`config.mk`:
```
export PLATFORM = sky130hd
export DESIGN_NAME = rd_req_tag_top
export DESIGN_NICKNAME = d
export VERILOG_FILES = /design/src/dma_rreq_pkg.sv /design/src/tag_req_if.sv /design/src/st_reg.sv /design/src/tag_request.sv /design/src/tag_alloc.sv /design/src/rd_req_tag_top.sv
export SDC_FILE = /design/constraint.sdc
export NUM_CORES = 1
export LEC_CHECK = 0
export ABC_AREA = 0
export BUFFER_PORTS_ARGS = -buffer_cell sky130_fd_sc_hd__buf_2
export CORE_ASPECT_RATIO = 1.1
export CORE_MARGIN = 4
export CORE_UTILIZATION = 52
export DETAILED_ROUTE_END_ITERATION = 8
export GPL_TIMING_DRIVEN = 1
export MAX_ROUTING_LAYER = met4
export PLACE_DENSITY = 0.76
export SYNTH_ARGS = -nofsm -noshare
export SYNTH_HDL_FRONTEND = slang
export SYNTH_HIERARCHICAL = 1
export SYNTH_SLANG_ARGS = --single-unit
```
`constraint.sdc`:
```
create_clock -name dma_clk -period 7.5 [get_ports dma_clk]
set_input_delay 0.375 -clock dma_clk [delete_from_list [all_inputs] [get_ports dma_clk]]
set_output_delay 0.375 -clock dma_clk [all_outputs]
set_load 0.02 [all_outputs]
```
`src/dma_rreq_pkg.sv`:
```
package dma_rreq_pkg;

    // ************************************************
    // field widths
    // ************************************************
    localparam int axis_tuser_w = 128;                     // one header per request beat
    localparam int dw_len_w     = 11;                      // size in dwords
    localparam int chnl_w       = 8;                       // dma channel number
    localparam int dma_addr_w   = 64;                      // byte address
    localparam int req_type_w   = 4;
    localparam int be_w         = 4;                       // first_be and last_be each
    localparam int tag_fld_w    = 8;                       // tag slot in the header
    localparam int misc_addr_w  = 7;                       // low unaligned address bits per tag
    localparam int empty_w      = 5;                       // empty bytes, first plus last
    localparam int tag_misc_w   = misc_addr_w + empty_w;   // 12 bit misc context

    // ************************************************
    // header layout
    // ************************************************
    // | chnl    | last | rsvd    | type    | tag    | addr  | rsvd  | dw_len | fbe | lbe |
    // | 127:120 | 119  | 118:108 | 107:104 | 103:96 | 95:32 | 31:19 | 18:8   | 7:4 | 3:0 |
    localparam int chnl_msb     = 127;
    localparam int chnl_lsb     = 120;
    localparam int last_pos     = 119;                     // last sub-request of a split read
    localparam int req_type_msb = 107;
    localparam int req_type_lsb = 104;
    localparam int tag_msb      = 103;                     // ignored on input
    localparam int tag_lsb      = 96;
    localparam int addr_msb     = 95;                      // dword aligned
    localparam int addr_lsb     = 32;
    localparam int dw_len_msb   = 18;
    localparam int dw_len_lsb   = 8;
    localparam int first_be_msb = 7;
    localparam int first_be_lsb = 4;
    localparam int last_be_msb  = 3;
    localparam int last_be_lsb  = 0;

    // bits above the type field are cleared on the way to the link
    localparam int out_rsvd_w   = axis_tuser_w - 1 - req_type_msb;

    // ************************************************
    // request type codes
    // ************************************************
    localparam logic [req_type_w-1:0] req_type_mem_rd    = 4'b0000;  // memory read
    localparam logic [req_type_w-1:0] req_type_mem_rd_lk = 4'b0001;  // locked memory read
    localparam logic [req_type_w-1:0] req_type_io_rd     = 4'b0010;  // io read
    localparam logic [req_type_w-1:0] req_type_cfg_rd    = 4'b1000;  // config read

endpackage

```
`src/tag_req_if.sv`:
```
`timescale 1ns/1ps

interface tag_req_if import dma_rreq_pkg::*; #(
    parameter int tag_num_log = 3                  // log2 of tag count
) ();

    // ************************************************
    // request side to pool
    // ************************************************
    logic                   ready;                 // a request wants a tag now
    logic                   last;                  // last sub-request flag
    logic [dw_len_w-1:0]    sz;                    // dword length
    logic [chnl_w-1:0]      chnl;                  // owning channel
    logic [tag_misc_w-1:0]  misc;                  // addr low bits and empty bytes

    // ************************************************
    // pool to request side
    // ************************************************
    logic [tag_num_log-1:0] tag;                   // lowest free tag
    logic                   valid;                 // some tag is free

    // request side, drives the context
    modport req (
        output ready, last, sz, chnl, misc,
        input  tag, valid
    );

    // tag pool, drives the offered tag
    modport pool (
        input  ready, last, sz, chnl, misc,
        output tag, valid
    );

endinterface

```
`src/st_reg.sv`:
```
`timescale 1ns/1ps

module st_reg import dma_rreq_pkg::*; (
    input  logic                    dma_clk,
    input  logic                    rst_n,

    input  logic                    in_tvalid,
    input  logic [axis_tuser_w-1:0] in_tuser,
    output logic                    in_tready,       // from occupancy only

    output logic                    out_tvalid,
    output logic [axis_tuser_w-1:0] out_tuser,
    input  logic                    out_tready
);

    logic                    in_fire;
    logic                    out_fire;
    logic                    main_vld;               // output register holds a beat
    logic                    spare_vld;              // skid register holds a beat
    logic                    main_vld_nxt;
    logic                    spare_vld_nxt;
    logic                    main_ld;                // main takes the input beat
    logic                    main_from_spare;        // main takes the older spare beat
    logic                    spare_ld;
    logic [axis_tuser_w-1:0] main_q;
    logic [axis_tuser_w-1:0] spare_q;

    assign in_fire  = in_tvalid & in_tready;
    assign out_fire = main_vld & out_tready;

    always_comb begin
        main_vld_nxt    = main_vld;
        spare_vld_nxt   = spare_vld;
        main_ld         = 1'b0;
        main_from_spare = 1'b0;
        spare_ld        = 1'b0;
        if (!main_vld || out_fire) begin          // main frees up this cycle
            if (spare_vld) begin                  // older beat first
                main_from_spare = 1'b1;
                main_vld_nxt    = 1'b1;
                spare_vld_nxt   = 1'b0;
            end else begin
                main_ld      = in_fire;           // straight into main
                main_vld_nxt = in_fire;
            end
        end else if (in_fire) begin               // stalled, park in spare
            spare_ld      = 1'b1;
            spare_vld_nxt = 1'b1;
        end
    end

    always_ff @(posedge dma_clk or negedge rst_n) begin
        if (!rst_n) begin
            main_vld  <= 1'b0;
            spare_vld <= 1'b0;
            in_tready <= 1'b1;                    // empty after reset
        end else begin
            main_vld  <= main_vld_nxt;
            spare_vld <= spare_vld_nxt;
            in_tready <= ~spare_vld_nxt;          // closes once both entries fill
        end
    end

    always_ff @(posedge dma_clk) begin
        if (main_from_spare) begin
            main_q <= spare_q;
        end else if (main_ld) begin
            main_q <= in_tuser;
        end
        if (spare_ld) begin
            spare_q <= in_tuser;
        end
    end

    assign out_tvalid = main_vld;
    assign out_tuser  = main_q;

endmodule

```
`src/tag_request.sv`:
```
`timescale 1ns/1ps

module tag_request import dma_rreq_pkg::*; #(
    parameter int tag_num_log = 3
) (
    input  logic                    dma_clk,
    input  logic                    rst_n,

    // one-beat requests from the arbiter
    input  logic                    rreq_tvalid,
    input  logic [axis_tuser_w-1:0] rreq_tuser,
    output logic                    rreq_tready,

    tag_req_if.req                  tag_if,            // tag pool handshake

    // tagged requests toward the link
    output logic                    rreq_tag_tvalid,
    output logic [axis_tuser_w-1:0] rreq_tag_tuser,
    input  logic                    rreq_tag_tready
);

    logic [chnl_w-1:0]       chnl_num;
    logic                    last_sub_req;
    logic [req_type_w-1:0]   req_type;
    logic [dw_len_w-1:0]     dw_len;
    logic [dma_addr_w-1:0]   addr_align;
    logic [be_w-1:0]         first_be;
    logic [be_w-1:0]         last_be;
    logic [1:0]              first_empty;              // dead bytes in first dword
    logic [1:0]              last_empty;               // dead bytes in last dword
    logic [1:0]              first_hi;                 // top enabled byte of first_be
    logic [dma_addr_w-1:0]   addr_unalign;
    logic [empty_w-1:0]      empty;
    logic [tag_num_log-1:0]  grant_tag;
    logic                    slice_rdy;                // st_reg has room
    logic                    accept;                   // input, grant and slice write
    logic [axis_tuser_w-1:0] tagged_tuser;

    // ************************************************
    // header decode
    // ************************************************
    assign chnl_num     = rreq_tuser[chnl_msb:chnl_lsb];
    assign last_sub_req = rreq_tuser[last_pos];
    assign req_type     = rreq_tuser[req_type_msb:req_type_lsb];
    assign dw_len       = rreq_tuser[dw_len_msb:dw_len_lsb];
    assign addr_align   = rreq_tuser[addr_msb:addr_lsb];
    assign first_be     = rreq_tuser[first_be_msb:first_be_lsb];
    assign last_be      = rreq_tuser[last_be_msb:last_be_lsb];

    always_comb begin
        first_empty = 2'd0;                            // no enable set, treat as aligned
        first_hi    = 2'd0;
        for (int i = be_w - 1; i >= 0; i--) begin      // lowest set bit wins
            if (first_be[i]) begin
                first_empty = 2'(i);
            end
        end
        for (int i = 0; i < be_w; i++) begin           // highest set bit wins
            if (first_be[i]) begin
                first_hi = 2'(i);
            end
        end
    end

    always_comb begin
        if (dw_len == dw_len_w'(1)) begin              // single dword, first_be covers both ends
            last_empty = 2'd3 - first_hi;
        end else begin
            case (last_be)
                4'b1111: last_empty = 2'd0;
                4'b0111: last_empty = 2'd1;
                4'b0011: last_empty = 2'd2;
                4'b0001: last_empty = 2'd3;
                default: last_empty = 2'd0;            // not a legal pattern
            endcase
        end
    end

    assign addr_unalign = {addr_align[dma_addr_w-1:2], first_empty};    // true start byte
    assign empty        = empty_w'(first_empty) + empty_w'(last_empty);

    // ************************************************
    // tag handshake
    // ************************************************
    assign accept      = rreq_tvalid & tag_if.valid & slice_rdy;
    assign rreq_tready = accept;                       // only with a tag and room
    assign grant_tag   = tag_if.tag;

    assign tag_if.ready = accept;                      // grant happens with the transfer
    assign tag_if.last  = last_sub_req;
    assign tag_if.sz    = dw_len;
    assign tag_if.chnl  = chnl_num;
    assign tag_if.misc  = {addr_unalign[misc_addr_w-1:0], empty};

    // header toward the link, channel and last flag dropped
    assign tagged_tuser = {
        {out_rsvd_w{1'b0}},
        req_type,
        tag_fld_w'(grant_tag),                         // zero extended
        rreq_tuser[addr_msb:0]
    };

    st_reg u_st_reg (
        .dma_clk    (dma_clk),
        .rst_n      (rst_n),
        .in_tvalid  (accept),
        .in_tuser   (tagged_tuser),
        .in_tready  (slice_rdy),
        .out_tvalid (rreq_tag_tvalid),
        .out_tuser  (rreq_tag_tuser),
        .out_tready (rreq_tag_tready)
    );

endmodule

```
`src/tag_alloc.sv`:
```
`timescale 1ns/1ps

module tag_alloc import dma_rreq_pkg::*; #(
    parameter int tag_num_log = 3
) (
    input  logic                   dma_clk,
    input  logic                   rst_n,

    tag_req_if.pool                tag_if,           // grants to tag_request

    // completion lookup
    input  logic                   cpl_valid,
    input  logic [tag_num_log-1:0] cpl_tag,
    output logic                   cpl_rsp_valid,    // one cycle after cpl_valid
    output logic [dw_len_w-1:0]    cpl_rsp_sz,
    output logic [chnl_w-1:0]      cpl_rsp_chnl,
    output logic                   cpl_rsp_last,
    output logic [tag_misc_w-1:0]  cpl_rsp_misc
);

    localparam int tag_num = 1 << tag_num_log;
    localparam int ctx_w   = 1 + dw_len_w + chnl_w + tag_misc_w;   // last, sz, chnl, misc

    logic [tag_num-1:0]     busy;                    // one bit per outstanding tag
    logic [tag_num-1:0]     busy_nxt;
    logic [tag_num_log-1:0] free_tag;                // lowest free index
    logic                   any_free;
    logic                   grant;
    logic [ctx_w-1:0]       ctx_wr;
    logic [ctx_w-1:0]       ctx_mem [tag_num];       // per tag context store
    logic [ctx_w-1:0]       ctx_rsp;                 // registered lookup result

    // ************************************************
    // free tag search
    // ************************************************
    always_comb begin
        free_tag = '0;
        any_free = 1'b0;
        for (int i = tag_num - 1; i >= 0; i--) begin  // descending, so lowest sticks
            if (!busy[i]) begin
                free_tag = tag_num_log'(i);
                any_free = 1'b1;
            end
        end
    end

    assign tag_if.valid = any_free;                  // low when all tags are out
    assign tag_if.tag   = free_tag;
    assign grant        = tag_if.ready & any_free;

    // ************************************************
    // busy bitmap
    // ************************************************
    always_comb begin
        busy_nxt = busy;
        if (cpl_valid) begin
            busy_nxt[cpl_tag] = 1'b0;                // release on completion
        end
        if (grant) begin
            busy_nxt[free_tag] = 1'b1;               // never the tag being released
        end
    end

    always_ff @(posedge dma_clk or negedge rst_n) begin
        if (!rst_n) begin
            busy <= '0;                              // all tags free
        end else begin
            busy <= busy_nxt;
        end
    end

    // ************************************************
    // context store and lookup
    // ************************************************
    assign ctx_wr = {tag_if.last, tag_if.sz, tag_if.chnl, tag_if.misc};

    always_ff @(posedge dma_clk) begin
        if (grant) begin
            ctx_mem[free_tag] <= ctx_wr;
        end
    end

    always_ff @(posedge dma_clk) begin
        if (cpl_valid) begin
            ctx_rsp <= ctx_mem[cpl_tag];             // read before the bit clears
        end
    end

    always_ff @(posedge dma_clk or negedge rst_n) begin
        if (!rst_n) begin
            cpl_rsp_valid <= 1'b0;
        end else begin
            cpl_rsp_valid <= cpl_valid;
        end
    end

    // unpack in the same order as ctx_wr
    assign cpl_rsp_last = ctx_rsp[ctx_w-1];
    assign cpl_rsp_sz   = ctx_rsp[ctx_w-2 -: dw_len_w];
    assign cpl_rsp_chnl = ctx_rsp[tag_misc_w +: chnl_w];
    assign cpl_rsp_misc = ctx_rsp[tag_misc_w-1:0];

endmodule

```
`src/rd_req_tag_top.sv`:
```
`timescale 1ns/1ps

module rd_req_tag_top import dma_rreq_pkg::*; #(
    parameter int tag_num_log = 3                    // eight tags by default
) (
    input  logic                    dma_clk,
    input  logic                    rst_n,

    // requests from the arbiter
    input  logic                    rreq_tvalid,
    input  logic [axis_tuser_w-1:0] rreq_tuser,
    output logic                    rreq_tready,

    // tagged requests toward the link
    output logic                    rreq_tag_tvalid,
    output logic [axis_tuser_w-1:0] rreq_tag_tuser,
    input  logic                    rreq_tag_tready,

    // completion lookup and tag release
    input  logic                    cpl_valid,
    input  logic [tag_num_log-1:0]  cpl_tag,
    output logic                    cpl_rsp_valid,
    output logic [dw_len_w-1:0]     cpl_rsp_sz,
    output logic [chnl_w-1:0]       cpl_rsp_chnl,
    output logic                    cpl_rsp_last,
    output logic [tag_misc_w-1:0]   cpl_rsp_misc
);

    // ************************************************
    // tag channel
    // ************************************************
    tag_req_if #(.tag_num_log(tag_num_log)) u_tag_if ();

    tag_request #(.tag_num_log(tag_num_log)) u_tag_request (
        .dma_clk         (dma_clk),
        .rst_n           (rst_n),
        .rreq_tvalid     (rreq_tvalid),
        .rreq_tuser      (rreq_tuser),
        .rreq_tready     (rreq_tready),
        .tag_if          (u_tag_if.req),
        .rreq_tag_tvalid (rreq_tag_tvalid),
        .rreq_tag_tuser  (rreq_tag_tuser),
        .rreq_tag_tready (rreq_tag_tready)
    );

    tag_alloc #(.tag_num_log(tag_num_log)) u_tag_alloc (
        .dma_clk       (dma_clk),
        .rst_n         (rst_n),
        .tag_if        (u_tag_if.pool),
        .cpl_valid     (cpl_valid),
        .cpl_tag       (cpl_tag),
        .cpl_rsp_valid (cpl_rsp_valid),
        .cpl_rsp_sz    (cpl_rsp_sz),
        .cpl_rsp_chnl  (cpl_rsp_chnl),
        .cpl_rsp_last  (cpl_rsp_last),
        .cpl_rsp_misc  (cpl_rsp_misc)
    );

endmodule

```
==> results of run 1 <==
## worst register-to-register path: stages, from the launching register on
cell     delay (ns)
dfrtp_1        0.48
nand2_1        0.15
nor2_1         0.08
nand2_1        0.07
and3_1         0.33
nand2_1        0.14
nor2_4         0.37
buf_4          0.69
buf_4          0.75
## through the flow
step            util  setup slack [ns]  hold slack, ns  cells  instance area, sq um
3_5_place_dp   0.576              4.02           0.270   1722                 23300
3_3_place_gp   0.576              4.01           0.265   1722                 23300
4_1_cts        0.636              3.98         0.00676   1897                 25700
6_report       0.636              4.00          0.0424   1902                 25700
2_1_floorplan      -             0.444          0.0794    976                 21500
5_1_grt        0.636              3.72          0.0214   1902                 25700
## area by class of cell
type | count | area (sq um) | area share
Sequential cell | 556 | 16600 | 0.648
Multi-Input combinational cell | 353 | 4440 | 0.173
Timing Repair Buffer | 378 | 2360 | 0.0920
Clock buffer | 76 | 1460 | 0.0569
Tap cell | 513 | 642 | 0.0250
Clock inverter | 16 | 111 | 0.00434
Inverter | 5 | 18.8 | 0.000731
Antenna cell | 5 | 12.5 | 0.000487
## power breakdown
part | switching (mW) | internal [mW] | total [mW]
clock | 1.08 | 1.38 | 2.46
sequential | 0.0929 | 3.82 | 3.92
combinational | 0.630 | 0.391 | 1.02
total | 1.80 | 5.60 | 7.40
## synth_stat cells, types with 2 or more instances
library cell / instances
a21oi_1: 8
buf_12: 3
buf_2: 11
buf_4: 28
buf_6: 15
clkbuf_1: 4
dfrtp_1: 11
edfxtp_1: 544
inv_1: 5
mux2_1: 2
mux2_2: 37
mux2_4: 123
mux4_1: 3
mux4_2: 61
nand2_1: 11
nand2b_1: 6
nand3_1: 5
nor2_1: 17
nor3_1: 4
o21ai_0: 12
## logic make-up after synthesis
group | after synthesis
flip-flops | 556
buffers and inverters | 67
multiplexers | 226
other | 1
AND/OR/NAND/NOR | 50
AO/OA/AOI/OAI | 22
XOR/XNOR | 1
adder cells (fa/ha/maj) | 2
## how the worst max path moves through the flow
stage                              from                                  to  slack [ns]  depth (start not counted)
CTS                 u_tag_alloc/busy[0]  u_tag_request/u_st_reg/spare_q[48]        3.98                          8
finish              u_tag_alloc/busy[0]  u_tag_request/u_st_reg/spare_q[14]        4.00                          8
global placement    u_tag_alloc/busy[0]  u_tag_request/u_st_reg/spare_q[10]        4.01                          8
floorplan           u_tag_alloc/busy[0]   u_tag_request/u_st_reg/spare_q[0]        0.44                          7
detailed placement  u_tag_alloc/busy[0]  u_tag_request/u_st_reg/spare_q[15]        4.02                          8
global route        u_tag_alloc/busy[0]  u_tag_request/u_st_reg/spare_q[21]        3.72                          8
## timing repair
| item | CTS | global route |
|---|---|---|
| endpoints found under the setup margin | 0 | 0 |
| endpoints found under the hold margin | 94 | 0 |
| hold buffers | 83 | 0 |
## sequential cells by signal, summed over array words and instances, names as in the netlist
signal                             flops
u_tag_alloc/ctx_mem                  256
u_tag_request/u_st_reg/out_tuser     128
u_tag_request/u_st_reg/spare_q       128
u_tag_alloc/ctx_rsp                   32
u_tag_alloc/busy                       8
u_tag_alloc/cpl_rsp_valid              1
u_tag_request/u_st_reg/in_tready       1
u_tag_request/u_st_reg/out_tvalid      1
u_tag_request/u_st_reg/spare_vld       1
## routing by layer
layer  GRT usage  up-vias
li1            -     4514
met1       0.241     5150
met2       0.320      343
met3      0.0638       69
met4      0.0546        0
met5           -        -
==> impl_metrics.yaml, run 1 <==
outcome:
  status: "completed"
clock_network:
  cts_sinks: 556
  cts_buffers: 53
  cts-root-buf: "clkbuf_16"
  clkLatencyLatePin_ns: 0.59
  cts_tree: "done"
  path_clk_slew_ns: 0.06
  clockBufferDepth: 3
  cts_resized: 0
  cts_max_level: 2
  postCtsSetupRepairBufs: 0
sta:
  tightestPinTransition_ns: 1.19
  rsz0062_at_grt: "no"
  finalClockSkew_ns: 0.0164
  final.min_clock_period_ns: 3.50
  setup_viol: 0
  timing.final.crit_share: 0.467
  setup_tns_ns: 0
  slew_headroom: 0.198
  fmaxAchievable_ghz: 0.286
  slew_viol_final: 0
  hold_viol_final: 0
hold_path:
  hold_class: "in -> reg"
  hp-start: "rreq_tuser[5]"
  min_to: "u_tag_request/u_st_reg/spare_q[5]"
  min_delay_path_depth: 1
yosys:
  yosys.area.top_type: "edfxtp_1"
  ys_async_sr_fraction: 0.0216
  synth.avg_cell_area_sq_um: 23.1
  synthXorXnorAreaFrac: 0.000411
  netlist_top_cells_area: "edfxtp_1 (77%), mux2_4 (8.7%), mux4_2 (6.4%)"
  ys_warn_count: 6
  synthSimpleGateAreaFrac: 0.0119
  synth_edf_count: 544
  synth_mux_area_frac: 0.175
  postSynthCellCount: 925
  netlist.area_leader.share: 0.766
  seq_area_frac_synth: 0.780
  ys_ff_latch: 556
  synthAdderAreaFrac: 0.00153
  synth_compound_area_frac: 0.00546
  syn_area_sq_um: 21300
  yosys.cell_types.count: 35
  synth_top_family_by_area: "multiplexers"
  synth_flop_cell: "edfxtp_1"
cells_and_area:
  fillers: 2643
  syn_to_final_growth_pct: 20.5
  nNetsFinal: 1485
  layout_common_cells: "edfxtp_1 (544), buf_2 (278), mux2_4 (123)"
  drive_gt1_frac: 0.434
  final_common_cell: "edfxtp_1"
drt:
  final_antenna_net_count: 0
  met1_length_mm: 16.4
  top_layer: "met4"
  vias: 10100
  routedWlPerCell_microns: 22.1
  drc_errors: 0
  wl_mm: 42.1
  dr.pass1.iters: 4
  vias_per_cell: 5.30
  met3WireLength_mm: 3.46
  dr_wl_met2_mm: 21.1
  first_iter_violations: 589
global_routing:
  grt_pass1_wl_mm: 64.5
  grt_pass1_vias: 10900
  grt_max_degree: 109
  track_usage: 0.197
  gr-total-overflow: 0
  grt_antenna_before_repair: 5
critical_path:
  worst-path-max-fanout: 60
  critPathKind: "reg -> reg"
  worst_setup_path_end_kind: "flop"
  rr_worst_depth: 8
  critPathLaunchType: "flop"
  critPathTopFamily: "buffers and inverters"
  r2r-end: "u_tag_request/u_st_reg/spare_q[14]"
  critPathBufInv: 2
  cp.arrival_ns: 3.70
  worst_path_max_delay_cell: "buf_4"
  cpMostUsedCell: "nand2_1"
  r2r_slack_ns: 4.00
  cp.required_ns: 7.70
  r2r_start: "u_tag_alloc/busy[0]"
  path_cells: "nand2_1 > nor2_1 > nand2_1 > and3_1 > nand2_1 > nor2_4 > buf_4 > buf_4"
  slowest_delay_ns: 0.74
placement:
  hpwl_mm: 24.0
  gp_congestion: 0.796
  io_buffers: 279
job:
  max-cap-violations: 0
floorplan:
  start_util: 0.528
  die_h_microns: 220
  core_sq_um: 40400
  die-area_sq_um: 44300
  io_pins: 299
  num_rows: 77
  die_w_microns: 201
power:
  p_per_area_nw_per_um2: 288
  p_leak_nw: 9.55
  fin_total_pwr_mw: 7.40
  vdd_drop_max_mv: 0.221
Note: power is estimated with default switching activity, not from simulation.
==> run 2: changes to the inputs <==
--- a/config.mk
+++ b/config.mk
@@ -9,11 +9,11 @@
 export BUFFER_PORTS_ARGS = -buffer_cell sky130_fd_sc_hd__buf_2
 export CORE_ASPECT_RATIO = 1.1
 export CORE_MARGIN = 4
-export CORE_UTILIZATION = 52
+export CORE_UTILIZATION = 58
 export DETAILED_ROUTE_END_ITERATION = 8
 export GPL_TIMING_DRIVEN = 1
 export MAX_ROUTING_LAYER = met4
-export PLACE_DENSITY = 0.76
+export PLACE_DENSITY = 0.81
 export SYNTH_ARGS = -nofsm -noshare
 export SYNTH_HDL_FRONTEND = slang
 export SYNTH_HIERARCHICAL = 1
==> constraint.sdc (replaced) <==
create_clock -name dma_clk -period 3.4 [get_ports dma_clk]
set_input_delay 0.17 -clock dma_clk [delete_from_list [all_inputs] [get_ports dma_clk]]
set_output_delay 0.17 -clock dma_clk [all_outputs]
set_load 0.02 [all_outputs]
==> run 2 against run 1 <==
Worst setup slack lost 3.1 ns. Die area decreased by 10%. Sequential share of layout area shrank 1.4 points. Register-to-register slack got worse by 3.1 ns. First-iteration DRC count increased by 70%. Non-clock buffer count grew 41.
==> impl_metrics.yaml, run 2 (synthesized netlist as in run 1, its figures left out) <==
clock_network:
  cts-root-buf: "clkbuf_16"
  clockBufferDepth: 3
  cts_tree: "done"
  cts_max_level: 2
  clkLatencyLatePin_ns: 0.58
  cts_buffers: 52
  postCtsSetupRepairBufs: 0
  path_clk_slew_ns: 0.07
  cts_sinks: 556
critical_path:
  cp.required_ns: 3.61
  worst-path-max-fanout: 32
  worst_path_max_delay_cell: "a21oi_1"
  cpMostUsedCell: "inv_1"
  rr_worst_depth: 6
  r2r-end: "u_tag_alloc/ctx_mem[4][30]"
  worst_setup_path_end_kind: "flop"
  critPathLaunchType: "flop"
  r2r_start: "u_tag_alloc/busy[2]"
  slowest_delay_ns: 0.51
  path_cells: "inv_1 > o21ai_0 > a21oi_1 > inv_1 > nor2_4 > buf_4"
  critPathKind: "reg -> reg"
  r2r_slack_ns: 0.86
  cp.arrival_ns: 2.75
cells_and_area:
  drive_gt1_frac: 0.433
  final_cells: 1918
  final-seq-area_sq_um: 16600
  nNetsFinal: 1525
  layout_common_cells: "edfxtp_1 (544), buf_2 (278), mux2_4 (123)"
  final_common_cell: "edfxtp_1"
  largest_reg_flops: 256
  top_register: "u_tag_alloc/ctx_mem"
  multi_input_area_sq_um: 4460
  fillers: 2046
  fin_area_sq_um: 26300
  syn_to_final_growth_pct: 23.2
  post-route-util: 0.724
job:
  max-cap-violations: 0
floorplan:
  die-area_sq_um: 39900
  core_sq_um: 36300
  die_w_microns: 191
  io_pins: 299
  die_h_microns: 209
  start_util: 0.588
  num_rows: 73
global_routing:
  grt_pass1_wl_mm: 69.8
  gr-total-overflow: 0
  grt_pass1_vias: 11500
  track_usage: 0.237
  grt_antenna_before_repair: 2
  grt_max_degree: 66
power:
  p_per_area_nw_per_um2: 641
  p_leak_nw: 9.81
  vdd_drop_max_mv: 0.511
  fin_total_pwr_mw: 16.8
drt:
  vias_per_cell: 5.48
  routedWlPerCell_microns: 23.7
  vias: 10500
  drc_errors: 0
  wl_mm: 45.4
  dr.pass1.iters: 5
  final_antenna_net_count: 0
  first_iter_violations: 1001
sta:
  slew_headroom: 0.361
  slew_viol_final: 0
  timing.final.crit_share: 0.746
  rsz0062_at_grt: "no"
  fin_ws_ns: 0.865
  tightestPinTransition_ns: 0.951
  hold_viol_final: 0
  final.min_clock_period_ns: 2.54
  setup_tns_ns: 0
  fmaxAchievable_ghz: 0.394
  holdWs_ns: 0.0178
  finalClockSkew_ns: 0.0192
  setup_viol: 0
hold_path:
  hold_class: "in -> async"
outcome:
  status: "completed"
placement:
  pre_cts_slack_ns: 0.926
  gp_congestion: 0.798
  hpwl_mm: 26.2
  io_buffers: 279
  dp_cells: 1708
  placedInstanceArea_sq_um: 23500
run 2: cell count changes in the layout (fill, tap and decap cells not counted), moves of 2 or more:
cell and change:
dlygate4sd3_1 +29, clkbuf_8 -5, buf_4 +3, buf_12 +9, clkinv_1 +11, clkbuf_1 -10
clkinvlp_4 +2, diode_2 -3, bufinv_16 +5
run 2: power by group:
| group | total [mW] | internal, mW | leakage (nW) | switching [mW] |
|---|---|---|---|---|
| logic | 2.41 | 0.957 | 3.83 | 1.45 |
| clock network | 5.76 | 3.27 | 0.815 | 2.49 |
| registers | 8.66 | 8.43 | 5.17 | 0.236 |
| total | 16.8 | 12.7 | 9.81 | 4.18 |
run 2: metal layers:
layer | wire length, microns | global-route usage
met1 | 17000 | 0.299
met5 | 0 | -
met4 | 792 | 0.0528
met2 | 23800 | 0.392
met3 | 3760 | 0.0626
run 2: cell type report:
cell class,instances,area share
diodes,2,0.000191
repair buffers,419,0.109
flip-flops and latches,556,0.633
well taps,487,0.0232
clock inverters,36,0.0132
multi-input cells,353,0.170
clock buffers,60,0.0507
inverters,5,0.000714
run 2: worst max path at each step:
stage,start,endpoint,cells past startpoint
after detailed placement,u_tag_alloc/busy[2],u_tag_alloc/ctx_mem[4][16],6
after global placement,u_tag_alloc/busy[1],u_tag_alloc/ctx_mem[4][16],5
after global routing,u_tag_alloc/busy[2],u_tag_alloc/ctx_mem[4][25],6
after floorplan,u_tag_alloc/busy[0],u_tag_request/u_st_reg/out_tuser[0],7
after CTS,u_tag_alloc/busy[2],u_tag_alloc/ctx_mem[4][20],6
final,u_tag_alloc/busy[2],u_tag_alloc/ctx_mem[4][30],6
run 2: worst max-delay path: cells and delay by family (launching register included):
kind                   cells  cell delay (ns)
buffers and inverters      3             0.93
AOI/OAI and AO/OA          2             0.63
DFF                        1             0.46
and+or+nand+nor            1             0.15
run 2: timing repair:
item / CTS / global route
hold buffers: 112 / 0
hold endpoints to repair: 398 / 0
resized for setup: 0 / 0
